$ cat src/hw/rv_pkg.sv
////////////////////////////////////////////////////////////
// Definitions shared by the RV32I core blocks
// Only the opcodes of the supported subset are listed. Any
// other major opcode is decoded as no operation
////////////////////////////////////////////////////////////

package rv_pkg;

    // Data path width, fixed by the instruction set
    localparam int XLEN = 32;

    ////////////////////////////////////////////////////////////
    // Major opcodes
    ////////////////////////////////////////////////////////////
    typedef enum logic [6:0] {
        OPC_OP     = 7'b0110011,
        OPC_OP_IMM = 7'b0010011,
        OPC_LOAD   = 7'b0000011,
        OPC_STORE  = 7'b0100011,
        OPC_BRANCH = 7'b1100011,
        OPC_JAL    = 7'b1101111,
        OPC_JALR   = 7'b1100111,
        OPC_LUI    = 7'b0110111,
        OPC_AUIPC  = 7'b0010111
    } opcode_e;

    typedef enum logic [3:0] {
        ALU_ADD    = 4'd0,
        ALU_SUB    = 4'd1,
        ALU_SLL    = 4'd2,
        ALU_SLT    = 4'd3,
        ALU_SLTU   = 4'd4,
        ALU_XOR    = 4'd5,
        ALU_SRL    = 4'd6,
        ALU_SRA    = 4'd7,
        ALU_OR     = 4'd8,
        ALU_AND    = 4'd9,
        ALU_PASS_B = 4'd10       // Forwards operand B, used by LUI
    } alu_op_e;

    // Branch conditions, encoded exactly as funct3 of the branch opcode
    typedef enum logic [2:0] {
        CMP_EQ  = 3'b000,
        CMP_NE  = 3'b001,
        CMP_LT  = 3'b100,
        CMP_GE  = 3'b101,
        CMP_LTU = 3'b110,
        CMP_GEU = 3'b111
    } cmp_op_e;

    typedef enum logic [1:0] {
        WB_ALU = 2'd0,
        WB_MEM = 2'd1,
        WB_PC4 = 2'd2            // Link address for JAL and JALR
    } wb_sel_e;

endpackage
$ cat src/hw/immediate_generator.sv
////////////////////////////////////////////////////////////
// Sign-extended immediate for the I, S, B, U and J formats
// Opcodes without an immediate give zero
////////////////////////////////////////////////////////////

`timescale 1ns/1ps

module immediate_generator import rv_pkg::*; (
    input  logic [31:0]     instr,
    output logic [XLEN-1:0] imm
);

    opcode_e opcode;

    assign opcode = opcode_e'(instr[6:0]);

    always_comb begin
        case (opcode)
            OPC_OP_IMM, OPC_LOAD, OPC_JALR:
                imm = {{20{instr[31]}}, instr[31:20]};
            OPC_STORE:
                imm = {{20{instr[31]}}, instr[31:25], instr[11:7]};
            OPC_BRANCH:
                imm = {{19{instr[31]}}, instr[31], instr[7], instr[30:25], instr[11:8], 1'b0};
            OPC_LUI, OPC_AUIPC:
                imm = {instr[31:12], 12'b0};
            OPC_JAL:
                imm = {{11{instr[31]}}, instr[31], instr[19:12], instr[20], instr[30:21], 1'b0};
            default:
                imm = '0;
        endcase
    end

endmodule

$ cat config.mk
export PLATFORM = sky130hd
export DESIGN_NAME = immediate_generator
export DESIGN_NICKNAME = d
export VERILOG_FILES = /design/src/hw/rv_pkg.sv /design/src/hw/immediate_generator.sv
export SDC_FILE = /design/constraint.sdc
export NUM_CORES = 1
export LEC_CHECK = 0
export BUFFER_PORTS_ARGS = -buffer_cell sky130_fd_sc_hd__buf_2
export CAP_MARGIN = 20
export CORE_MARGIN = 5
export CORE_UTILIZATION = 35
export DETAILED_ROUTE_END_ITERATION = 10
export GPL_TIMING_DRIVEN = 0
export PLACE_DENSITY = 0.84
export SYNTH_ARGS = -nofsm -noshare
export SYNTH_HDL_FRONTEND = slang
export SYNTH_SLANG_ARGS = --single-unit
export TNS_END_PERCENT = 30
$ cat constraint.sdc
create_clock -name vclk -period 1.5
set_input_delay 0.225 -clock vclk [all_inputs]
set_output_delay 0.225 -clock vclk [all_outputs]
set_load 0.02 [all_outputs]
=== Word level (Yosys, flattened, before mapping) ===
Cells that the tools add are included.

* Register bits after elaboration: 0
* Word-level logic and storage cells: 11
* Input bits: 32
* Output and inout port bits: 32

* Equality and inequality tests: 8
* Multiplexer cells: 1
* Reductions and logical operators: 2

{| class="wikitable"
|+ Operators by type and width
! cell !! count
|-
| one-hot mux 32 bit (5 select lines) || 1
|-
| equality test 7 bit (second input constant) || 3
|-
| equality test 7 x 5 -> 1 bit (second input constant) || 2
|-
| equality test 7 x 6 -> 1 bit (second input constant) || 2
|-
| equality test 7 x 2 -> 1 bit (second input constant) || 1
|-
| OR reduction 3 bit || 1
|-
| OR reduction 2 bit || 1
|}

=== Logic depth before layout (Yosys ltp) ===
* Depth in word-level cells: 3
* Depth in mapped cells: 5
* Gate-level depth less buffers: 3

=== Worst setup path before layout ===
Ideal clock, no wire load.

* Path type: input port to output port
* Start: in instr[2]
* End: out imm[20]
* Cell stages on the path: 5
* Data arrival time: 1.413 ns
* Buffers on the path: 2
* Setup slack: -0.138 ns
* Required time: 1.275 ns
* Cell sequence: buf_4 -> and4bb_2 -> a2bb2oi_2 -> buf_2 -> o21ai_0

* Word-level cells in the longest chain between the ends: 3
* Elaborated cells between the ends (all ways): 11
* Classes of those cells: eq/ne: 8; mux: 1; reduce/logical: 2

{| class="wikitable"
|+ Ends and longest elaborated chain
! item !! RTL line !! source
|-
| from (decl) || immediate_generator.sv:9 || <nowiki>input logic [31:0] instr,</nowiki>
|-
| equality test 7 x 5 -> 1 bit, or another cell as far along || immediate_generator.sv:18 || <nowiki>case (opcode)</nowiki>
|-
| OR reduction 3 bit / OR reduction 2 bit (equally long branches) || immediate_generator.sv:18 ||
|-
| one-hot mux 32 bit (5 select lines) * || immediate_generator.sv:18 ||
|-
| to (decl) || immediate_generator.sv:10 || <nowiki>output logic [XLEN-1:0] imm</nowiki>
|}

Every way passes the cells marked *; elsewhere a longest branch is shown, timed or not.

=== Worst setup path in the final report ===
* Start: in instr[4]
* End: out imm[21]

The elaborated chain is that of the path after synthesis.

==> impl_metrics.py <==
metrics = {
    "synthesis": {
        "synth_top_cell_by_area": "a21o_2",
        "synthTopCellsByArea": "a21o_2 13%, nand3_1 12%, o21ai_0 11%",
        "ys_seq_area_frac": 0,
        "synth.avg_cell_area_sq_um": 6.921,
        "synth_cells": 79,
        "ys_warn_count": 0,
        "yosys.area.top_type_share": 0.1281,
        "synth_nets": 111,
        "ys_types": 33,
        "netlist_area_sq_um": 546.8,
    },
    "clocking": {
        "ctsHoldBuffers": 0,
    },
    "placement": {
        "place_congestion": 0.7072,
        "dp_hpwl_um": 1727,
        "io_buffers": 62,
        "place_area_sq_um": 877.1,
    },
    "timing": {
        "period_minus_slack_ns": 1.489,
        "min_period_over_period": 0.9929,
        "relSlewSlack": 0.6232,
        "worst-slew-pin-transition_ns": 0.5652,
        "slew_violations": 0,
        "rsz0062_at_grt": "true",
        "fmax_ghz": 0.6714,
        "hold_viol": 0,
        "hold_ws_ns": 0.7473,
        "timing.final.setup_violations": 0,
    },
    "floorplan": {
        "die_h_um": 49.53,
        "die_area_sq_um": 2453,
        "core_area_sq_um": 1489,
        "rows": 14,
        "start_util": 0.3672,
        "top_level_ports": 64,
        "die_width_um": 49.53,
    },
    "routing": {
        "first_pass_iters": 4,
        "wl_per_cell_um": 15.95,
        "via_count": 890,
        "drt_wl_total_um": 2568,
        "drt_iter0_drc": 10,
        "drt.antenna.violating_nets": 0,
        "via_per_inst": 5.528,
        "drc_errors": 0,
    },
    "layout": {
        "design.seq.count": 0,
        "n_antenna_cell": 0,
        "regArea_sq_um": 0,
        "nClkBuffers": 0,
        "final_cell_mix": "31 x buf_2, 25 x buf_4, 14 x buf_6",
        "multi_input_area_sq_um": 594.3,
        "drive_gt1_frac": 0.6966,
        "final_nets": 179,
        "stdcell_area_sq_um": 1162,
        "num-fill-cells": 116,
        "area_growth_pct": 112.6,
        "final_common_cell": "buf_2",
    },
    "power_and_ir_drop": {
        "p_leak_nw": 0.5986,
        "total_power_w": 0.0002262,
        "p_per_area_nw_per_um2": 194.6,
        "ir_worst_vdd_mv": 0.1324,
    },
    "grt": {
        "grt_pass1_wl_um": 3691,
        "overflow": 0,
        "grt_max_degree": 12,
        "grt_pass1_vias": 847,
        "antenna_found_initial": 0,
        "track_usage": 0.1733,
    },
    "critical_path": {
        "critPathSlowestCell": "nand3b_1",
        "cp.required_ns": 1.27,
        "path_max_fanout": 9,
        "crit_arrival_ns": 1.26,
        "cp-start-kind": "input pin",
        "crit_chain": "buf_12, nand3b_1, a2bb2oi_4, buf_4, o21ai_1, buf_4",
        "critPathKind": "input pin to output pin",
        "cpPeakStageDelay_ns": 0.24,
        "worst_path_most_repeated_cell": "buf_4",
        "critPathCaptureType": "output pin",
    },
    "hold_path": {
        "hp-class": "input pin to output pin",
    },
    "outcome": {
        "outcome": "finished clean",
    },
    "job": {
        "maxCapViolations": 0,
    },
}
-- what timing repair did --
| item | 4_1_cts | 5_1_grt |
|---|---|---|
| resized for setup | 29 | 55 |
| endpoints found under the setup margin | 23 | 31 |
| pin swaps | 8 | 6 |
| gates cloned | 1 | 0 |
| setup buffers | 3 | 2 |
-- per-layer routing --
metal | track usage | wire, um | vias up | part of all wire
met5 | 0 | 0 | - | 0
met4 | 0 | 0 | 0 | 0
met3 | 0.04518 | 262 | 0 | 0.10
met2 | 0.3369 | 1372 | 44 | 0.53
met1 | 0.1957 | 933 | 408 | 0.36
li1 | - | - | 438 | -
-- stage by stage --
stage	TNS, ns	std cells	setup WS, ns	utilization
after global placement	-2.725	157	-0.1576	0.5891
after floorplan	-1.377	79	-0.1377	-
after global routing	-0.1165	161	-0.01721	0.7807
after detailed placement	-3.426	157	-0.1942	0.5891
final	0	161	0.01061	0.7807
after CTS	-0.09465	159	-0.01324	0.6580
-- cells by family after synthesis --
family | count (synthesis) | synth area share
AND/OR/NAND/NOR | 35 | 0.4165
AO/OA/AOI/OAI | 33 | 0.4668
buffers and inverters | 10 | 0.09840
multiplexers | 1 | 0.01831
-- synthesized netlist by cell type, types with 2 or more instances --
library cell,count
o21ai_0,12
nor2b_1,4
nand2_1,2
o21a_1,2
nand3_1,13
clkbuf_1,3
a22o_1,4
and3b_2,2
a21o_2,8
buf_2,4
and2b_1,3
-- worst max-delay path, delay by kind of cell --
family / cells / cell delay [ns]
buffers and inverters: 3 / 0.43
AO/OA/AOI/OAI: 2 / 0.37
AND/OR/NAND/NOR: 1 / 0.24
-- worst paths after layout --
path,slack (ns),to,cells after the start,from
max,0.01,imm[21],6,instr[4]
min,0.75,imm[12],3,instr[12]
-- power breakdown --
group          switching (W)  total, W  internal, W  leakage (nW)
Clock                      0         0            0             0
Combinational       0.000114  0.000226     0.000112         0.599
Sequential                 0         0            0             0
Total               0.000114  0.000226     0.000112         0.599
-- cell type report --
cell class	count	area share
Buffer	7	0.04952
Inverter	1	0.003229
Multi-Input combinational cell	70	0.5113
Tap cell	16	0.01722
Timing Repair Buffer	67	0.4187
(Power assumes the default switching activity.)
