--- src/hw/rv_pkg.sv ---
////////////////////////////////////////////////////////////
// Definitions shared by the RV32I core blocks
// Only the opcodes of the supported subset are listed. Any
// other major opcode is decoded as no operation
////////////////////////////////////////////////////////////

package rv_pkg;

    // Data path width, fixed by the instruction set
    localparam int XLEN = 32;

    ////////////////////////////////////////////////////////////
    // Major opcodes
    ////////////////////////////////////////////////////////////
    typedef enum logic [6:0] {
        OPC_OP     = 7'b0110011,
        OPC_OP_IMM = 7'b0010011,
        OPC_LOAD   = 7'b0000011,
        OPC_STORE  = 7'b0100011,
        OPC_BRANCH = 7'b1100011,
        OPC_JAL    = 7'b1101111,
        OPC_JALR   = 7'b1100111,
        OPC_LUI    = 7'b0110111,
        OPC_AUIPC  = 7'b0010111
    } opcode_e;

    typedef enum logic [3:0] {
        ALU_ADD    = 4'd0,
        ALU_SUB    = 4'd1,
        ALU_SLL    = 4'd2,
        ALU_SLT    = 4'd3,
        ALU_SLTU   = 4'd4,
        ALU_XOR    = 4'd5,
        ALU_SRL    = 4'd6,
        ALU_SRA    = 4'd7,
        ALU_OR     = 4'd8,
        ALU_AND    = 4'd9,
        ALU_PASS_B = 4'd10       // Forwards operand B, used by LUI
    } alu_op_e;

    // Branch conditions, encoded exactly as funct3 of the branch opcode
    typedef enum logic [2:0] {
        CMP_EQ  = 3'b000,
        CMP_NE  = 3'b001,
        CMP_LT  = 3'b100,
        CMP_GE  = 3'b101,
        CMP_LTU = 3'b110,
        CMP_GEU = 3'b111
    } cmp_op_e;

    typedef enum logic [1:0] {
        WB_ALU = 2'd0,
        WB_MEM = 2'd1,
        WB_PC4 = 2'd2            // Link address for JAL and JALR
    } wb_sel_e;

endpackage
--- src/hw/pc_counter.sv ---
////////////////////////////////////////////////////////////
// Program counter with next-PC selection
// Only the low PC_WIDTH bits of a jump target are kept
////////////////////////////////////////////////////////////

`timescale 1ns/1ps

module pc_counter import rv_pkg::*; #(
    parameter int PC_WIDTH = 16
) (
    input  logic                sysclk,
    input  logic                arst_n,
    input  logic                branch,
    input  logic                jump,
    input  logic                jalr,
    input  logic                cmp_true,
    input  logic [XLEN-1:0]     target,
    output logic [PC_WIDTH-1:0] pc,
    output logic [XLEN-1:0]     pc_plus4,
    output logic                taken
);

    logic [PC_WIDTH-1:0] target_pc;
    logic [PC_WIDTH-1:0] next_pc;

    // JALR drops bit 0 of the computed address
    assign target_pc = {target[PC_WIDTH-1:1], target[0] & ~jalr};

    assign pc_plus4 = {{(XLEN-PC_WIDTH){1'b0}}, pc} + XLEN'(4);
    assign taken    = jump || (branch && cmp_true);
    assign next_pc  = taken ? target_pc : pc_plus4[PC_WIDTH-1:0];

    always_ff @(posedge sysclk or negedge arst_n) begin
        if (!arst_n) begin
            pc <= '0;
        end else begin
            pc <= next_pc;
        end
    end

endmodule

--- config.mk ---
export PLATFORM = sky130hd
export DESIGN_NAME = pc_counter
export DESIGN_NICKNAME = d
export VERILOG_FILES = /design/src/hw/rv_pkg.sv /design/src/hw/pc_counter.sv
export SDC_FILE = /design/constraint.sdc
export NUM_CORES = 1
export LEC_CHECK = 0
export BUFFER_PORTS_ARGS = -buffer_cell sky130_fd_sc_hd__buf_2
export CAP_MARGIN = 20
export CORE_ASPECT_RATIO = 0.5
export CORE_MARGIN = 2
export CORE_UTILIZATION = 35
export DETAILED_ROUTE_END_ITERATION = 6
export GPL_ROUTABILITY_DRIVEN = 0
export PLACE_DENSITY = 0.73
export SKIP_CTS_REPAIR_TIMING = 1
export SLEW_MARGIN = 20
export SYNTH_ARGS = -nofsm -noshare
export SYNTH_HDL_FRONTEND = slang
export SYNTH_SLANG_ARGS = --single-unit
--- constraint.sdc ---
create_clock -name sysclk -period 1.7 [get_ports sysclk]
set_input_delay 0.085 -clock sysclk [delete_from_list [all_inputs] [get_ports sysclk]]
set_output_delay 0.085 -clock sysclk [all_outputs]
set_load 0.02 [all_outputs]
; Yosys cells after proc, flatten, opt, wreduce, memory -nomap -nowiden
; Index checks and enable logic that the tools add are counted.
[totals]
reg_bits = 16
in_bits = 38
out_inout_bits = 49
word_cells = 7
[op_classes]
n_addsub = 1
n_mux = 1
n_bitwise = 2
n_reduce_logical = 2
[ops]
columns = op, count
row1 = $add 16x3->17 const B, 1
row2 = $mux 16, 1
row3 = $and 1x1->1, 1
row4 = $logic_and 1x1->1, 1
row5 = $logic_or 1x1->1, 1
row6 = $not 1->1, 1

; Logic depth before layout (Yosys ltp)
[depth]
depth_word = 3
mapped_depth = 6

; Worst setup path after synthesis
; Ideal clock, no wire load.
[synth_timing]
path_kind = reg-to-reg
from = register pc[2]
to = register pc[8]
setup_time_ns = 0.067
arrival_time_ns = 1.771
required_time_ns = 1.633
path_slack_ns = -0.138
stages_incl_launch_ff = 7
path_buffers = 1
path_cell_list = dfrtp_1 -> ha_1 -> and3_1 -> buf_4 -> nand3_1 -> xnor2_1 -> mux2_2
[synth_via]
elab_chain_cells = 2
[synth_rtl]
columns = item, line_no
row1 = "start, declared", pc_counter.sv:18  ; output logic [PC_WIDTH-1:0] pc,
row2 = "start signal, assigned", pc_counter.sv:37  ; pc <= next_pc;
row3 = $add 16x3->17, pc_counter.sv:29  ; assign pc_plus4 = {{(XLEN-PC_WIDTH){1'b0}}, pc} + XLEN'(4);
row4 = via pc_plus4[8], pc_counter.sv:19  ; output logic [XLEN-1:0] pc_plus4,
row5 = $mux 16, pc_counter.sv:31  ; assign next_pc = taken ? target_pc : pc_plus4[PC_WIDTH-1:0];
row6 = via next_pc[8], pc_counter.sv:24  ; logic [PC_WIDTH-1:0] next_pc;
; The timed path passes the listed nets, and every way through them passes these cells.

; Worst setup path in the final report
[layout_timing]
from = register pc[2]
to = output port pc_plus4[8]
[layout_via]
elab_chain_cells = 1
[layout_rtl]
columns = item, line_no
row1 = $add 16x3->17, pc_counter.sv:29
row2 = "end, declared", pc_counter.sv:19
; Every way passes these cells.

==> impl_metrics.py <==
metrics = {
    "timing": {
        "final-setup-viol-count": 0,
        "period_share": 0.986,
        "fin_crit_ns": 1.68,
        "clock_skew_ns": 0.00394,
        "rsz0062_at_grt": "yes",
        "final_hold_viol_count": 0,
        "fmax_mhz": 597,
        "tns_ns": 0,
        "drv_slew": 0,
    },
    "pwr": {
        "clkPwrFrac": 0.240,
        "p_comb_frac": 0.360,
        "pwr_density_cell_mw_per_mm2": 842,
        "power_mw": 1.21,
        "vdd_drop_max_mv": 0.241,
        "p_leak_nw": 0.761,
        "p_sw_frac": 0.371,
        "power.switching_mw": 0.450,
        "p_int_mw": 0.762,
        "seqPwrFrac": 0.400,
    },
    "placed_design": {
        "io_buffers": 55,
        "dpl.hpwl_mm": 1.70,
    },
    "die": {
        "start_util": 0.365,
        "io_pins": 87,
        "rows": 14,
        "chipHeight_um": 43.4,
        "core_area_sq_mm": 0.00298,
        "dieArea_sq_mm": 0.00359,
        "dieWidth_um": 82.8,
    },
    "route": {
        "drc": 0,
        "avgRoutedWirePerCell_um": 10.8,
        "ant_nets": 0,
        "drt-initial-drc-count": 28,
        "firstDrtPassIters": 4,
        "via_per_inst": 4.31,
        "drt_wl_total_mm": 2.16,
        "vias": 857,
    },
    "global_routing": {
        "grt_antenna_before_repair": 0,
        "grt_max_degree": 18,
        "gr-total-overflow": 0,
        "track_usage": 0.123,
        "grt_pass1_vias": 807,
        "grt_pass1_wl_mm": 3.42,
    },
    "layout": {
        "regMostFlops": "pc",
        "top_regs": "pc x16",
        "area_growth_syn_to_layout_pct": 32.5,
        "drive_gt1_frac": 0.572,
        "antennaDiodeCount": 0,
        "fin_nets": 199,
        "largest_register_ffs": 16,
    },
    "critical_path": {
        "cp-end-kind": "primary output",
        "crit_type": "flip-flop to primary output",
        "worstPathMaxFanout": 6,
        "required_ns": 1.62,
        "arrival_ns": 1.59,
        "startpoint_type": "flip-flop",
    },
    "cts": {
        "cts_tree": "yes",
        "clkSinkCount": 16,
        "clk_latency_ns": 0.25,
        "clockBufferDepth": 2,
        "cts_made_buffers": 3,
        "htreeDepth": 1,
        "clk_pin_slew_ns": 0.06,
        "ctsRootBufferMaster": "clkbuf_8",
    },
    "yosys": {
        "synth_cell_types": 27,
        "synth_area_sq_mm": 0.00109,
        "ys_ff_latch": 16,
        "ys.warnings.count": 0,
        "synth_cells": 102,
        "synthFlopType": "dfrtp_1",
        "synthArstFlopShare": 1.00,
        "synth-edff-count": 0,
        "seq_area_frac_synth": 0.369,
        "avgSynthCellArea_sq_um": 10.6,
    },
    "outcome": {
        "status": "finished, final reports clean",
    },
    "min_path": {
        "hold_class": "input port to flip-flop",
    },
    "flow_run": {
        "cap_violations": 0,
    },
}
-- cell usage in the layout, fill, tap and decap left out, drive strengths merged --
cell type    instances
a21oi                1
and2                 1
and3                 2
and4                 3
buf                 59
clkbuf               4
conb                15
dfrtp               16
dlygate4sd3          1
ha                   1
inv                  2
mux2                 9
nand2               20
nand2b               1
nand3                4
nand4                5
nor2                 1
o21ai                2
xnor2               10
xor2                 2
-- cells in the mapped netlist (2+ instances only) --
library cell	number	area [sq um]
xnor2_1	5	43.8
nand4_4	2	42.5
dfrtp_1	16	400
nand4_2	2	25.0
nand2_1	19	71.3
buf_4	19	143
nand3_1	3	15.0
xor2_1	2	17.5
and4_4	2	22.5
and3_1	2	12.5
o21ai_0	2	10.0
xnor2_2	5	81.3
mux2_2	9	101
-- worst max-delay path: stages (launching register included) --
cell and delay [ns]:
dfrtp_2 0.45, ha_4 0.17, and3_1 0.18, buf_6 0.14, nand3_1 0.12, xnor2_2 0.13
buf_4 0.16
-- routing by layer --
| layer | track usage | vias to the layer above | routed length [um] |
|---|---|---|---|
| met1 | 0.152 | 404 | 867 |
| li1 | - | 424 | - |
| met2 | 0.224 | 27 | 1180 |
| met4 | 0.0295 | 0 | 10 |
| met3 | 0.0250 | 2 | 103 |
| met5 | 0 | - | 0 |
-- through the flow --
stage | utilization | instances | area (sq um) | setup WS, ns | hold slack, ns
after CTS | 0.466 | 197 | 1390 | -0.0881 | -0.248
after floorplan | - | 116 | 1160 | 0.0345 | -0.211
after global placement | 0.450 | 193 | 1340 | 0.130 | 0.0206
after detailed placement | 0.450 | 193 | 1340 | 0.119 | 0.0206
after global routing | 0.483 | 199 | 1440 | -0.0824 | 0.0340
final | 0.483 | 199 | 1440 | 0.0241 | 0.0355
-- power by group through the flow --
stage / Combinational (mW) / Clock (mW) / Sequential, mW
6_report: 0.437 / 0.290 / 0.485
5_1_grt: 0.470 / 0.323 / 0.493
4_1_cts: 0.421 / 0.302 / 0.481
3_5_place_dp: 0.420 / 0 / 0.488
3_3_place_gp: 0.416 / 0 / 0.486
2_1_floorplan: 0.271 / 0 / 0.528
-- cells by family after synthesis --
family	count (synthesis)	synth area share
AOI/OAI and AO/OA	3	0.0173
xor gates and xnor gates	12	0.131
adders and majority gates	1	0.0115
buffers and inverters	23	0.157
DFF	16	0.369
muxes	9	0.0933
other	1	0.00345
and+or+nand+nor	37	0.218
-- area by class of cell --
cell class,instances,area [sq um]
tap,40,50.0
fill,284,1540
timing repair buffer,60,329
sequential,16,403
inverter,2,7.51
clock buffer,4,45.0
multi-input combinational,77,604
-- worst paths after layout --
kind	startpoint	end	slack, ns	cells after the start
worst max-delay path	pc[2]$_DFF_PN0_	pc_plus4[8]	0.02	6
worst min-delay path	target[4]	pc[4]$_DFF_PN0_	0.04	3
worst max register to register	pc[2]$_DFF_PN0_	pc[8]$_DFF_PN0_	0.17	6
worst min register to register	pc[1]$_DFFE_PN0N_	pc[1]$_DFFE_PN0N_	0.49	2
max in group asynchronous	arst_n	pc[3]$_DFF_PN0_	1.12	2
min in group asynchronous	arst_n	pc[4]$_DFF_PN0_	0.29	2
Note: power is estimated with default switching activity, not from simulation.
