[config.mk]
export PLATFORM = sky130hd
export DESIGN_NAME = control_unit
export DESIGN_NICKNAME = d
export VERILOG_FILES = /design/src/hw/rv_pkg.sv /design/src/hw/control_unit.sv
export SDC_FILE = /design/constraint.sdc
export NUM_CORES = 1
export LEC_CHECK = 0
export ABC_AREA = 1
export BUFFER_PORTS_ARGS = -buffer_cell sky130_fd_sc_hd__buf_4
export CORE_MARGIN = 3
export CORE_UTILIZATION = 32
export DETAILED_ROUTE_END_ITERATION = 12
export GPL_TIMING_DRIVEN = 0
export PLACE_DENSITY = 0.86
export SYNTH_ARGS = -nofsm -noshare
export SYNTH_HDL_FRONTEND = slang
export SYNTH_SLANG_ARGS = --single-unit
[constraint.sdc]
create_clock -name vclk -period 1.14
set_clock_uncertainty 0.05 [all_clocks]
set_input_delay 0.171 -clock vclk [all_inputs]
set_output_delay 0.171 -clock vclk [all_outputs]
set_load 0.005 [all_outputs]
[src/hw/rv_pkg.sv]
////////////////////////////////////////////////////////////
// Definitions shared by the RV32I core blocks
// Only the opcodes of the supported subset are listed. Any
// other major opcode is decoded as no operation
////////////////////////////////////////////////////////////

package rv_pkg;

    // Data path width, fixed by the instruction set
    localparam int XLEN = 32;

    ////////////////////////////////////////////////////////////
    // Major opcodes
    ////////////////////////////////////////////////////////////
    typedef enum logic [6:0] {
        OPC_OP     = 7'b0110011,
        OPC_OP_IMM = 7'b0010011,
        OPC_LOAD   = 7'b0000011,
        OPC_STORE  = 7'b0100011,
        OPC_BRANCH = 7'b1100011,
        OPC_JAL    = 7'b1101111,
        OPC_JALR   = 7'b1100111,
        OPC_LUI    = 7'b0110111,
        OPC_AUIPC  = 7'b0010111
    } opcode_e;

    typedef enum logic [3:0] {
        ALU_ADD    = 4'd0,
        ALU_SUB    = 4'd1,
        ALU_SLL    = 4'd2,
        ALU_SLT    = 4'd3,
        ALU_SLTU   = 4'd4,
        ALU_XOR    = 4'd5,
        ALU_SRL    = 4'd6,
        ALU_SRA    = 4'd7,
        ALU_OR     = 4'd8,
        ALU_AND    = 4'd9,
        ALU_PASS_B = 4'd10       // Forwards operand B, used by LUI
    } alu_op_e;

    // Branch conditions, encoded exactly as funct3 of the branch opcode
    typedef enum logic [2:0] {
        CMP_EQ  = 3'b000,
        CMP_NE  = 3'b001,
        CMP_LT  = 3'b100,
        CMP_GE  = 3'b101,
        CMP_LTU = 3'b110,
        CMP_GEU = 3'b111
    } cmp_op_e;

    typedef enum logic [1:0] {
        WB_ALU = 2'd0,
        WB_MEM = 2'd1,
        WB_PC4 = 2'd2            // Link address for JAL and JALR
    } wb_sel_e;

endpackage
[src/hw/control_unit.sv]
////////////////////////////////////////////////////////////
// Instruction decode for the RV32I subset of the core
// Unknown opcodes, the all-zero word included, act as NOPs
////////////////////////////////////////////////////////////

`timescale 1ns/1ps

module control_unit import rv_pkg::*; (
    input  logic [31:0] instr,
    output logic [4:0]  rs1_addr,
    output logic [4:0]  rs2_addr,
    output logic [4:0]  rd_addr,
    output alu_op_e     alu_op,
    output cmp_op_e     cmp_op,
    output logic        a_pc_sel,
    output logic        b_imm_sel,
    output logic        rf_we,
    output logic        mem_we,
    output logic        branch,
    output logic        jump,
    output logic        jalr,
    output wb_sel_e     wb_sel
);

    opcode_e    opcode;
    logic [2:0] funct3;
    logic       alt;            // Bit 30 selects SUB and SRA
    logic       rf_en;

    // Maps funct3 to an ALU operation. SUB exists only in register form
    function automatic alu_op_e decode_alu(input logic [2:0] f3, input logic sub_ok,
                                           input logic alt_bit);
        alu_op_e op;
        case (f3)
            3'b000:  op = (sub_ok && alt_bit) ? ALU_SUB : ALU_ADD;
            3'b001:  op = ALU_SLL;
            3'b010:  op = ALU_SLT;
            3'b011:  op = ALU_SLTU;
            3'b100:  op = ALU_XOR;
            3'b101:  op = alt_bit ? ALU_SRA : ALU_SRL;
            3'b110:  op = ALU_OR;
            default: op = ALU_AND;
        endcase
        return op;
    endfunction

    assign opcode   = opcode_e'(instr[6:0]);
    assign funct3   = instr[14:12];
    assign alt      = instr[30];
    assign rd_addr  = instr[11:7];
    assign rs1_addr = instr[19:15];
    assign rs2_addr = instr[24:20];
    assign cmp_op   = cmp_op_e'(funct3);

    always_comb begin
        alu_op    = ALU_ADD;
        a_pc_sel  = 1'b0;
        b_imm_sel = 1'b0;
        rf_en     = 1'b0;
        mem_we    = 1'b0;
        branch    = 1'b0;
        jump      = 1'b0;
        jalr      = 1'b0;
        wb_sel    = WB_ALU;
        case (opcode)
            OPC_OP: begin
                rf_en  = 1'b1;
                alu_op = decode_alu(funct3, 1'b1, alt);
            end
            OPC_OP_IMM: begin
                rf_en     = 1'b1;
                b_imm_sel = 1'b1;
                alu_op    = decode_alu(funct3, 1'b0, alt);
            end
            OPC_LOAD: begin
                rf_en     = 1'b1;
                b_imm_sel = 1'b1;
                wb_sel    = WB_MEM;
            end
            OPC_STORE: begin
                b_imm_sel = 1'b1;
                mem_we    = 1'b1;
            end
            OPC_BRANCH: begin
                a_pc_sel  = 1'b1;       // Target is PC plus offset
                b_imm_sel = 1'b1;
                branch    = 1'b1;
            end
            OPC_JAL, OPC_JALR: begin
                rf_en     = 1'b1;
                a_pc_sel  = opcode == OPC_JAL;
                b_imm_sel = 1'b1;
                jump      = 1'b1;
                jalr      = opcode == OPC_JALR;
                wb_sel    = WB_PC4;
            end
            OPC_LUI: begin
                rf_en     = 1'b1;
                b_imm_sel = 1'b1;
                alu_op    = ALU_PASS_B;
            end
            OPC_AUIPC: begin
                rf_en     = 1'b1;
                a_pc_sel  = 1'b1;
                b_imm_sel = 1'b1;
            end
            default: ;
        endcase
    end

    // x0 is never written
    assign rf_we = rf_en && (rd_addr != 5'd0);

endmodule

Yosys cells after proc, flatten, opt, wreduce, memory -nomap -nowiden

Index checks and enable logic that the tools add are counted.

Bits of input ports: 32
Output and inout bits: 31
Flip-flop bits (word level): 0
Logic and storage cells: 35

Equal/unequal tests: 15
Mux-type cells: 13
Reduce and logical (&&, ||, !) cells: 7

Operators by type and width:

| operator             | number |
|---|---|
| $pmux W4 S7          | 2 |
| $eq A7 B6 Y1 const B | 3 |
| $eq A7 B7 Y1 const B | 3 |
| $eq A7 B5 Y1 const B | 2 |
| $pmux W4 S3          | 1 |
| $eq A3 B3 Y1 const B | 3 |
| $mux W1              | 8 |
| $reduce_or A8 Y1     | 1 |
| $eq A7 B2 Y1 const B | 1 |
| $reduce_or A7 Y1     | 1 |
| $eq A3 B2 Y1 const B | 2 |
| $reduce_bool A5 Y1   | 1 |
| $pmux W2 S2          | 1 |
| $reduce_or A2 Y1     | 2 |
| $eq A3 B1 Y1 const B | 1 |
| $logic_not A3 Y1     | 1 |
| $pmux W1 S2          | 1 |
| $logic_and A1 B1 Y1  | 1 |

Depth between registers and ports, before layout

Depth in word-level cells: 4
Depth in mapped cells: 7
Mapped depth without buffers: 7

Worst setup path after synthesis

Ideal clock, no wire load.

Path type: input port to output port
Start: input instr[0]
End: output b_imm_sel
Path buffers: 0
Data arrival time: 772 ps
Stages on the path: 6
Slack: 147 ps
Cells stage by stage: nand2_1 -> nor2_1 -> nand2_1 -> nand2_1 -> nor2_1 -> nand2_1

Cells in the longest elaborated chain, start to end: 3
Elaborated cells on any way between the ends: 10

RTL lines:

| item                                 | line               | text |
|---|---|---|
| start: declaration                   | control_unit.sv:9  | `input logic [31:0] instr,` |
| $eq A7 B7 Y1 (tied with other cells) | control_unit.sv:65 | `case (opcode)` |
| $reduce_or A8 Y1 (no line) (*)       | n/a                |  |
| $mux W1 (*)                          | control_unit.sv:65 |  |
| end: declaration                     | control_unit.sv:16 | `output logic b_imm_sel,` |

Every way passes the cells marked *; elsewhere a longest branch is shown, timed or not.

Worst setup path after layout

Start: input instr[4]
End: output alu_op[2]

Cells in the longest elaborated chain, start to end: 2
Elaborated cells on any way between the ends: 4

RTL lines:

| item                                         | line               | text |
|---|---|---|
| $eq A7 B6 Y1 or $eq A7 B5 Y1 (tied branches) | control_unit.sv:65 |  |
| $pmux W4 S3 (*)                              | control_unit.sv:65 |  |
| end: declaration                             | control_unit.sv:13 | `output alu_op_e alu_op,` |

Marked as above.

==> key figures <==
Setup path
  • CP Buf/Inv Count: 4
  • Startpoint type of the worst setup path: input port
  • Critical path endpoint category: primary output
  • Critical-path top delay cell: nor2_4
  • Crit-path leading delay family: simple AND/OR/NAND/NOR gates
  • Critical Path AT: 980 ps
  • Worst EP required: 920 ps
  • Critical-path maximum fanout: 6
  • CP cell instances: buf_12, inv_6, nor2_4, nand3_4, inv_4, nand2_1, nor2_1, buf_4
  • Critical setup path kind: input port to primary output
  • Max incr delay on CP: 150 ps

Power and ir drop
  • Pwr dens: 284 nW/um^2
  • Peak supply drop: 0.000200 V
  • Leakage: 0.601 nW

Min path
  • Min-delay worst type: input port to primary output

Floorplan
  • Top Ports: 63
  • Core Box Area: 1190 um^2
  • Die X-Extent: 42.8 um
  • Die area: 1830 um^2
  • Die H: 42.8 um
  • Row Count: 12
  • Initial Util: 36.5%

Routing
  • DRT iter0 DRCs: 10
  • Via/cell ratio: 4.73
  • Via count: 705
  • DR pass1 iterations: 4
  • Final ANT Viol Nets: 0
  • Post-Route WL: 1880 um
  • Residual DRC: 0
  • Routed len/inst: 12.6 um

Yosys
  • Ys Warns: 0
  • Mapped Area: 433 um^2
  • Avg Cell Area, Syn: 5.09 um^2
  • Post-Syn Nets: 117
  • Cells after Synth: 85
  • Top cell type's share of synthesized area: 32.9%
  • Sequential share of the synthesized area: 0%
  • Unique masters post-synth: 16
  • Top cells by area, synth: buf_4 (33%), nand2_1 (20%), inv_1 (9.5%), nor2_1 (9.5%), nand3_1 (4.6%)
  • Synth area leader: buf_4

Final layout
  • Final nets: 169
  • Post-route core utilization: 85.1%
  • Seq Cell Count: 0
  • CLK BUF: 0
  • Area grow syn2layout: 133%
  • Most frequent cells in the layout: buf_4 (64), nand2_1 (13), inv_1 (8)
  • Diodes inserted: 0
  • Fillers: 68
  • Final Instance Area: 1010 um^2
  • Multi-input logic area: 373 um^2
  • Share of layout cells above drive strength 1: 74.1%
  • Commonest non-fill, non-tap cell in the layout: buf_4
  • Reg area: 0 um^2

Placed design
  • I/O Buffers: 47
  • Post-place instance area: 803 um^2
  • RePlAce Congestion: 0.711
  • Placed wire-length estimate: 1300 um

Flow run
  • Max Cap Violations: 0

GRT
  • Pin count of the biggest net entering global routing: 7
  • Vias in the first global route: 648
  • Initial antenna violation count: 0
  • Total GRT Usage: 17.2%
  • First-pass GRT wire length: 2620 um
  • Grt ovf: 0

Outcome
  • Violated checks: negative setup slack
  • Status: finished with violations

STA
  • Final WS setup: -61.4 ps
  • Hold Slack: 459 ps
  • Period minus WS final: 1200 ps
  • Final Hold Viols: 0
  • Max Fclk: 832 MHz
  • Unrepaired setup endpoints after global routing: yes
  • Crit share post-route: 105%
  • Slew @ Worst Pin: 268 ps
  • Worst slew margin: 81.9%
  • # setup viols final: 5
  • Final Max Slew Viols: 0
-- worst paths after layout --
check / from / endpoint / cells past startpoint
max: instr[4] / alu_op[2] / 8
min: instr[21] / rs2_addr[1] / 2
-- cell families after synthesis --
family | count (synthesis) | share of synthesized area [%]
AOI/OAI and AO/OA | 5 | 6.65
and+or+nand+nor | 47 | 47.1
buffers and inverters | 32 | 44.2
xor gates and xnor gates | 1 | 2.02
-- synth_stat cells (all sizes together) --
| cell type | instances |
|---|---|
| a21oi | 4 |
| nor3 | 4 |
| xor2 | 1 |
| inv | 12 |
| nor3b | 1 |
| clkinv | 1 |
| buf | 19 |
| nor4 | 1 |
| nor2 | 13 |
| nand2 | 23 |
| o21ai | 1 |
| nand3 | 5 |
-- report_power, final --
group          switching (mW)  internal (mW)  leakage [nW]
sequential                  0              0             0
combinational           0.122          0.164         0.601
clock                       0              0             0
-- stage by stage --
stage          power, mW  TNS [ps]  setup WS [ps]  cells
2_1_floorplan     0.0950         0            147     85
6_report           0.287     -76.9          -61.4    149
3_5_place_dp       0.220      -593           -158    146
3_3_place_gp       0.214      -428           -127    146
4_1_cts            0.250         0           1.07    147
5_1_grt            0.309      -421           -119    149
-- repair_timing --
action,in CTS,in global routing
endpoints found under the setup margin,7,9
gates cloned,0,0
resized for setup,28,26
hold buffers,0,0
buffers inserted,1,2
pin swaps,8,12
-- metal layers --
| layer | global-route usage (%) | vias up | part of all wire, % |
|---|---|---|---|
| met5 | 0 | - | 0 |
| met4 | 0 | 0 | 1.0 |
| met3 | 2.12 | 2 | 10 |
| met2 | 35.9 | 46 | 53 |
| met1 | 18.5 | 313 | 36 |
| li1 | - | 344 | - |
-- cell type report --
| type | instances | area share (%) |
|---|---|---|
| Timing Repair Buffer | 50 | 41.1 |
| Tap cell | 14 | 1.73 |
| Multi-Input combinational cell | 53 | 36.9 |
| Buffer | 19 | 14.1 |
| Inverter | 13 | 6.07 |
(Power assumes the default switching activity.)
