==> src/hw/rv_pkg.sv <==
////////////////////////////////////////////////////////////
// Definitions shared by the RV32I core blocks
// Only the opcodes of the supported subset are listed. Any
// other major opcode is decoded as no operation
////////////////////////////////////////////////////////////

package rv_pkg;

    // Data path width, fixed by the instruction set
    localparam int XLEN = 32;

    ////////////////////////////////////////////////////////////
    // Major opcodes
    ////////////////////////////////////////////////////////////
    typedef enum logic [6:0] {
        OPC_OP     = 7'b0110011,
        OPC_OP_IMM = 7'b0010011,
        OPC_LOAD   = 7'b0000011,
        OPC_STORE  = 7'b0100011,
        OPC_BRANCH = 7'b1100011,
        OPC_JAL    = 7'b1101111,
        OPC_JALR   = 7'b1100111,
        OPC_LUI    = 7'b0110111,
        OPC_AUIPC  = 7'b0010111
    } opcode_e;

    typedef enum logic [3:0] {
        ALU_ADD    = 4'd0,
        ALU_SUB    = 4'd1,
        ALU_SLL    = 4'd2,
        ALU_SLT    = 4'd3,
        ALU_SLTU   = 4'd4,
        ALU_XOR    = 4'd5,
        ALU_SRL    = 4'd6,
        ALU_SRA    = 4'd7,
        ALU_OR     = 4'd8,
        ALU_AND    = 4'd9,
        ALU_PASS_B = 4'd10       // Forwards operand B, used by LUI
    } alu_op_e;

    // Branch conditions, encoded exactly as funct3 of the branch opcode
    typedef enum logic [2:0] {
        CMP_EQ  = 3'b000,
        CMP_NE  = 3'b001,
        CMP_LT  = 3'b100,
        CMP_GE  = 3'b101,
        CMP_LTU = 3'b110,
        CMP_GEU = 3'b111
    } cmp_op_e;

    typedef enum logic [1:0] {
        WB_ALU = 2'd0,
        WB_MEM = 2'd1,
        WB_PC4 = 2'd2            // Link address for JAL and JALR
    } wb_sel_e;

endpackage
==> src/hw/alu.sv <==
////////////////////////////////////////////////////////////
// Combinational ALU with a separate branch comparator
// Shift amounts come from the low 5 bits of operand B
////////////////////////////////////////////////////////////

`timescale 1ns/1ps

module alu import rv_pkg::*; (
    input  logic [XLEN-1:0] op_a,
    input  logic [XLEN-1:0] op_b,
    input  alu_op_e         alu_op,
    input  logic [XLEN-1:0] cmp_a,
    input  logic [XLEN-1:0] cmp_b,
    input  cmp_op_e         cmp_op,
    output logic [XLEN-1:0] result,
    output logic            cmp_true
);

    logic [4:0] shamt;
    logic       op_lt;
    logic       op_ltu;
    logic       cmp_eq;
    logic       cmp_lt;
    logic       cmp_ltu;

    assign shamt  = op_b[4:0];
    assign op_lt  = $signed(op_a) < $signed(op_b);
    assign op_ltu = op_a < op_b;

    always_comb begin
        case (alu_op)
            ALU_ADD:    result = op_a + op_b;
            ALU_SUB:    result = op_a - op_b;
            ALU_SLL:    result = op_a << shamt;
            ALU_SLT:    result = {{(XLEN-1){1'b0}}, op_lt};
            ALU_SLTU:   result = {{(XLEN-1){1'b0}}, op_ltu};
            ALU_XOR:    result = op_a ^ op_b;
            ALU_SRL:    result = op_a >> shamt;
            ALU_SRA:    result = $unsigned($signed(op_a) >>> shamt);
            ALU_OR:     result = op_a | op_b;
            ALU_AND:    result = op_a & op_b;
            ALU_PASS_B: result = op_b;
            default:    result = '0;
        endcase
    end

    // Branch comparison works on the register values, not on the ALU operands
    assign cmp_eq  = cmp_a == cmp_b;
    assign cmp_lt  = $signed(cmp_a) < $signed(cmp_b);
    assign cmp_ltu = cmp_a < cmp_b;

    always_comb begin
        case (cmp_op)
            CMP_EQ:  cmp_true = cmp_eq;
            CMP_NE:  cmp_true = !cmp_eq;
            CMP_LT:  cmp_true = cmp_lt;
            CMP_GE:  cmp_true = !cmp_lt;
            CMP_LTU: cmp_true = cmp_ltu;
            CMP_GEU: cmp_true = !cmp_ltu;
            default: cmp_true = 1'b0;       // funct3 010 and 011 never branch
        endcase
    end

endmodule

==> config.mk <==
export PLATFORM = sky130hd
export DESIGN_NAME = alu
export DESIGN_NICKNAME = d
export VERILOG_FILES = /design/src/hw/rv_pkg.sv /design/src/hw/alu.sv
export SDC_FILE = /design/constraint.sdc
export NUM_CORES = 1
export LEC_CHECK = 0
export BUFFER_PORTS_ARGS = -buffer_cell sky130_fd_sc_hd__buf_2
export CAP_MARGIN = 20
export CORE_MARGIN = 2
export CORE_UTILIZATION = 45
export DETAILED_ROUTE_END_ITERATION = 16
export GPL_TIMING_DRIVEN = 0
export PLACE_DENSITY_LB_ADDON = 0.12
export SLEW_MARGIN = 10
export SYNTH_ARGS = -nofsm -noshare
export SYNTH_HDL_FRONTEND = slang
export SYNTH_SLANG_ARGS = --single-unit
export TNS_END_PERCENT = 5
==> constraint.sdc <==
create_clock -name vclk -period 5.3
set_input_delay 0.265 -clock vclk [all_inputs]
set_output_delay 0.265 -clock vclk [all_outputs]
set_load 0.005 [all_outputs]
### Word-level counts from Yosys, hierarchy flattened

Index checks and enable logic that the tools add are counted.

* reduce and logical (&&, ||, !) cells: 5
* muxes and demuxes: 2
* multipliers: 0
* add/sub/neg operators: 2
* $lt $le $gt $ge: 4
* shifts and indexed selects: 3
* div/mod/pow operators: 0
* bitwise logic cells: 3
* equal/unequal tests: 16

Operator list (number)
* case mux 32 bit (11 select lines): 1
* less-than comparator 32 bit: 4
* adder 32 bit: 1
* bitwise AND 32 bit: 1
* equality test 32 bit: 1
* bitwise OR 32 bit: 1
* left shift 32 x 5 -> 32 bit: 1
* >> shifter 32 x 5 -> 32 bit: 1
* >>> shifter 32 x 5 -> 32 bit: 1
* subtractor 32 bit: 1
* XOR 32 bit: 1
* equality test 4 x 3 -> 1 bit (second input constant): 4
* equality test 3 bit (second input constant): 4
* equality test 4 bit (second input constant): 3
* equality test 4 x 2 -> 1 bit (second input constant): 2
* case mux 1 bit (6 select lines): 1
* equality test 4 x 1 -> 1 bit (second input constant): 1
* logical NOT 4 bit: 1
* equality test 3 x 1 -> 1 bit (second input constant): 1
* logical NOT 1 bit: 3
* logical NOT 3 bit: 1

* memory bits (read-only): 0
* output and inout bits: 33
* bits in writable memories: 0
* memories kept: 0
* register bits: 0
* word-level logic and storage cells: 35
* bits in latches: 0
* input bits: 135

### Depth between registers and ports, before layout

Gate-level depths: netlist of run 1.

* word-level depth: 3
* mapped depth: 15
* gate-level depth less buffers: 12

### Worst setup path after synthesis of run 1

Ideal clock, no wire load.

* path type: input port to output port
* from: input port op_b[2]
* to: output port result[28]
* arrival: 3.559 ns
* buffers on the path: 3
* data required time: 5.035 ns
* path slack: 1.476 ns
* stages: 14
* cells stage by stage: buf_2 clkinv_1 clkbuf_1 buf_1 ha_1 o21ba_2 nor4_2 o211ai_1 a2111o_1 o31ai_2 o221a_2 and4_4 nor4_1 a311o_1

* longest elaborated chain between the ends: 2
* elaborated cells between the ends (all ways): 6
* those cells by class: add/sub: 2; shift: 3; mux: 1

Ends and longest elaborated chain
* start: declaration: RTL line alu.sv:10 `input logic [XLEN-1:0] op_b,`
* subtractor 32 bit (tied with other cells): RTL line alu.sv:33 `ALU_SUB: result = op_a - op_b;`
* case mux 32 bit (11 select lines) (*): RTL line alu.sv:31 `case (alu_op)`
* end: declaration: RTL line alu.sv:15 `output logic [XLEN-1:0] result,`

Every way passes the cells marked *; elsewhere a longest branch is shown, timed or not.

### Worst setup path after layout of run 1

* from: input port op_b[1]
* to: output port result[23]

The elaborated chain is that of the path after synthesis.

==> summary.txt, run 1 <==
STA
  • TNS Setup: 0 ns
  • Actual slew at the worst max-slew pin: 1.14 ns
  • Worst rel slew slack: 22.8%
  • Fin crit share: 99.6%
  • RSZ-0062 raised after global routing: false
  • Hold Vio Cnt, Final: 0
  • Fmax: 189 MHz
  • Final Setup Violations: 0
  • Slew Limit Fails: 0
  • Crit path time final: 5.28 ns

GRT
  • GR Util All Layers: 46.6%
  • First-pass GRT wire length: 79300 um
  • Grt total ovfl: 0
  • Vias in the first global route: 12500
  • Initial antenna violation count: 1
  • Largest net degree at the start of global routing: 12

Die
  • Die Height: 151 um
  • Rows: 53
  • Num ports: 168
  • Die width: 151 um
  • Die footprint: 0.0227 sq mm
  • Initial Utilization: 45.9%
  • Core area: 0.0211 sq mm

Outcome
  • Status: finished, final reports clean

Route
  • Initial drt markers: 2109
  • Post-DR wirelength/cell: 28.3 um
  • Vias: 13800
  • Vias per cell: 7.07
  • Drt drc: 0
  • Antenna Nets Post-Route: 0
  • Pre-antenna DRT Iters: 6
  • Post-Route WL: 55200 um

Synth
  • Ys Warns: 0
  • Synthesized net count: 1767
  • Syn Area/Cell: 6.44 sq um
  • Cell variety after synth: 81
  • Syn Inst Count: 1501
  • Register area share after synthesis: 0%
  • Post-synthesis instance area: 0.00967 sq mm

Placement
  • Final GP Congestion: 1.16
  • Post-DP HPWL: 44700 um
  • Number of I/O port buffers: 166
  • Placed Cells: 1943

Cells and area
  • Layout area overhead: 12.5%
  • Most frequent cells in the layout: 188 x buf_2, 169 x nor2_1, 164 x a21oi_1
  • Nets: 1938
  • Seq Cell Count: 0
  • Commonest non-fill, non-tap cell in the layout: buf_2
  • Clkbuf count: 0
  • Storage element area: 0 sq um
  • Layout cell share with drive strength beyond 1: 15.1%
  • Filler cells: 2229
  • Non-Filler Instances: 1947

Worst setup path
  • Startpoint Class: input port
  • CP Capture Type: primary output
  • WP data required: 5.04 ns
  • Crit path kind: in2out
  • Crit-path max FO: 11
  • Arr. time, crit path: 5.01 ns

Min path
  • Hold Crit Class: in2out

Run
  • MaxCap Viol Count: 0
-- area by class of cell --
class,instances,area [sq um],area share [%]
buffer,109,485,4.46
multi-input combinational,1270,8740,80.3
timing repair buffer,169,851,7.82
tap,275,344,3.16
antenna,2,5.00,0.0460
inverter,122,458,4.21
-- kinds of logic after synthesis --
| group | Yosys count | synth area share, % |
|---|---|---|
| adder cells (fa/ha/maj) | 131 | 17.1 |
| AND/OR/NAND/NOR | 463 | 22.3 |
| buffers and inverters | 231 | 9.73 |
| multiplexers | 87 | 10.2 |
| XOR/XNOR | 4 | 0.362 |
| AO/OA/AOI/OAI | 585 | 40.3 |
-- metal layers --
metal / track usage, % / share of wire (%)
met5: 0 / 0
met4: 20.7 / 6.1
met3: 9.42 / 14
met2: 71.3 / 42
met1: 63.0 / 38
-- worst paths after layout --
path | startpoint | to | depth (start not counted)
worst min-delay path | cmp_op[0] | cmp_true | 4
worst max-delay path | op_b[1] | result[23] | 17
-- synthesized netlist by cell type (21+ instances only) --
cell      number  area, sq um
mux2i_1       65          651
inv_1        119          447
o211ai_1      25          188
ha_1         129         1610
nor2_1       169          634
a31oi_1       21          131
a22oi_1       21          158
a221oi_1      30          263
a211oi_1      35          263
o21ai_0      104          521
nand4_1       22          138
nand3_1       36          180
buf_2         22          110
nand2_1      111          417
a21oi_1      164          821
a21o_1        33          248
clkbuf_1      63          236
nor3_1        33          165
-- worst max-delay path: stages --
cell and delay, ns:
buf_2 0.14, buf_2 0.23, inv_1 0.21, buf_2 0.33, buf_2 0.37, clkbuf_2 0.36, ha_1 0.32, o21bai_1 0.24
a21oi_1 0.18, o22ai_1 0.42, o31ai_4 0.20, o31ai_2 0.58, a21oi_1 0.22, o2bb2ai_1 0.17, o21ai_0 0.41, nand3_1 0.17
buf_2 0.16
-- what timing repair did --
| action | CTS | global route |
|---|---|---|
| setup buffers | 0 | 1 |
| pin swaps | 0 | 1 |
| resized for setup | 1 | 3 |
| endpoints found under the setup margin | 1 | 9 |
| hold buffers | 0 | 0 |
| cloned | 0 | 0 |
-- stage by stage --
step / hold WS (ns) / setup WS, ns / util [%] / cell area [sq um]
2_1_floorplan: 0.706 / 1.48 / - / 9670
3_5_place_dp: 0.999 / -0.0318 / 51.5 / 10900
6_report: 0.999 / 0.0218 / 51.6 / 10900
3_3_place_gp: 0.968 / -0.0774 / 51.4 / 10800
4_1_cts: 0.996 / 0.0720 / 51.5 / 10900
5_1_grt: 1.03 / 0.124 / 51.6 / 10900
==> inputs of run 2 (changes only) <==
Settings changed: MAX_ROUTING_LAYER set to met4.
==> run 2 against run 1 <==
Compared with the run above: sequential share of layout area unchanged; via count up 1.2%; design area unchanged; critical endpoint is now result[22].
==> summary.txt, run 2 (synthesized netlist as in run 1, its figures left out) <==
STA
  • Fmax: 190 MHz
  • Actual slew at the worst max-slew pin: 1.21 ns
  • Worst rel slew slack: 18.2%
  • Crit path time final: 5.27 ns
  • Slew Limit Fails: 0
  • Final Setup Violations: 0
  • Final setup margin: 0.0294 ns
  • RSZ-0062 raised after global routing: true
  • Hold Vio Cnt, Final: 0
  • Fin crit share: 99.4%

Route
  • WL met3: 7920 um
  • Vias per cell: 7.16
  • Initial drt markers: 1950
  • Metal2 WL: 23100 um
  • Antenna Nets Post-Route: 0
  • Pre-antenna DRT Iters: 9
  • Post-DR wirelength/cell: 28.8 um
  • Highest routed metal layer: met4
  • Drt drc: 0
  • Vias: 13900
  • Post-Route WL: 56000 um
  • Met1 WL: 21100 um

Cells and area
  • Clkbuf count: 0
  • Storage element area: 0 sq um
  • Seq Cell Count: 0
  • Layout area overhead: 12.5%
  • Layout cell share with drive strength beyond 1: 15.1%
  • Commonest non-fill, non-tap cell in the layout: buf_2
  • Nets: 1938
  • Post-Route Utilization: 51.6%
  • Non-Filler Instances: 1945
  • Diodes inserted: 0
  • Most frequent cells in the layout: 190 x buf_2, 169 x nor2_1, 164 x a21oi_1

Placement
  • Place WS: -0.213 ns
  • Number of I/O port buffers: 166
  • Placed Cells: 1944
  • Post-DP HPWL: 45700 um
  • Final GP Congestion: 1.14

Power and ir drop
  • Sw frac: 66.5%
  • PwrDens: 116 mW/mm^2
  • Share of power burned in registers: 0%
  • Clock Power Share: 0%
  • Net switching power: 0.000836 W
  • Peak VDD IR: 58.3 uV
  • Pleak: 5.08 nW
  • Combinational Power Share: 100.0%
  • Total power: 0.00126 W
  • Int Power: 0.000421 W

GRT
  • Largest net degree at the start of global routing: 21
  • Initial antenna violation count: 0
  • GR Util All Layers: 48.8%
  • First-pass GRT wire length: 80300 um
  • Vias in the first global route: 12800
  • Grt total ovfl: 0

Die
  • Rows: 53
  • Num ports: 168
  • Initial Utilization: 45.9%
  • Core area: 0.0211 sq mm
  • Die footprint: 0.0227 sq mm
  • Die width: 151 um
  • Die Height: 151 um

Worst setup path
  • CP Capture Type: primary output
  • WP data required: 5.04 ns
  • Startpoint Class: input port
  • Crit-path max FO: 11
  • Arr. time, crit path: 5.01 ns
  • Crit path kind: in2out

Run
  • MaxCap Viol Count: 0

Min path
  • Hold depth: 4
  • Hold Crit Class: in2out
  • Worst Hold Path EP: cmp_true
  • Critical hold path startpoint: cmp_op[1]

Outcome
  • Status: finished, final reports clean
-- run 2: changes by cell type in the layout (fill, tap and decap cells not counted) --
cell / delta
buf_2: +2
clkbuf_2: -3
clkdlybuf4s18_2: +1
diode_2: -2
-- run 2: worst max-delay path, stage by stage --
cell	delay, ns
buf_2	0.10
buf_2	0.24
clkinv_1	0.35
clkbuf_1	0.44
buf_2	0.36
ha_1	0.42
a21o_1	0.19
a311oi_1	0.18
or3_1	0.43
a2111oi_2	0.54
o21bai_1	0.20
o21ai_0	0.31
o21ai_0	0.12
o22ai_1	0.48
nand3_1	0.19
buf_2	0.16
-- run 2: worst max-delay path by stage --
stage | startpoint | depth (start not counted) | endpoint | slack (ns)
after CTS | op_b[2] | 16 | result[22] | 0.12
final | op_b[2] | 16 | result[22] | 0.03
after floorplan | op_b[2] | 14 | result[28] | 1.48
after detailed placement | op_b[2] | 16 | result[22] | -0.21
after global routing | op_b[2] | 16 | result[22] | -0.02
after global placement | op_b[2] | 16 | result[22] | -0.27
-- run 2: through the flow --
stage | hold slack [ns] | area (sq um) | TNS [ns]
after CTS | 0.984 | 10900 | 0
after global routing | 1.01 | 10900 | -0.0176
after global placement | 0.964 | 10800 | -0.353
after detailed placement | 0.984 | 10900 | -0.362
after floorplan | 0.706 | 9670 | 0
final | 1.01 | 10900 | 0
-- run 2: layout make-up --
| type | count | area [sq um] |
|---|---|---|
| Fill cell | 2277 | 10200 |
| Timing Repair Buffer | 170 | 861 |
| Buffer | 108 | 480 |
| Tap cell | 275 | 344 |
| Multi-Input combinational cell | 1270 | 8740 |
| Inverter | 122 | 458 |
-- run 2: layer usage --
metal,vias up,GRT usage (%)
met3,302,11.5
met4,0,23.3
met1,6426,61.5
met2,1247,73.2
met5,-,-
li1,5949,-
-- run 2: power groups by stage --
stage	sequential [W]	combinational [W]	clock (W)
floorplan	0	0.000725	0
global placement	0	0.00117	0
detailed placement	0	0.00118	0
CTS	0	0.00118	0
global route	0	0.00131	0
finish	0	0.00126	0
-- run 2: what timing repair did --
action,in CTS,in global routing
hold endpoints to repair,0,0
setup buffers,0,2
hold buffers,0,0
gates resized for setup,2,1
endpoints found under the setup margin,5,2
pin swaps,0,1
Power figures use the tool's default switching activity.
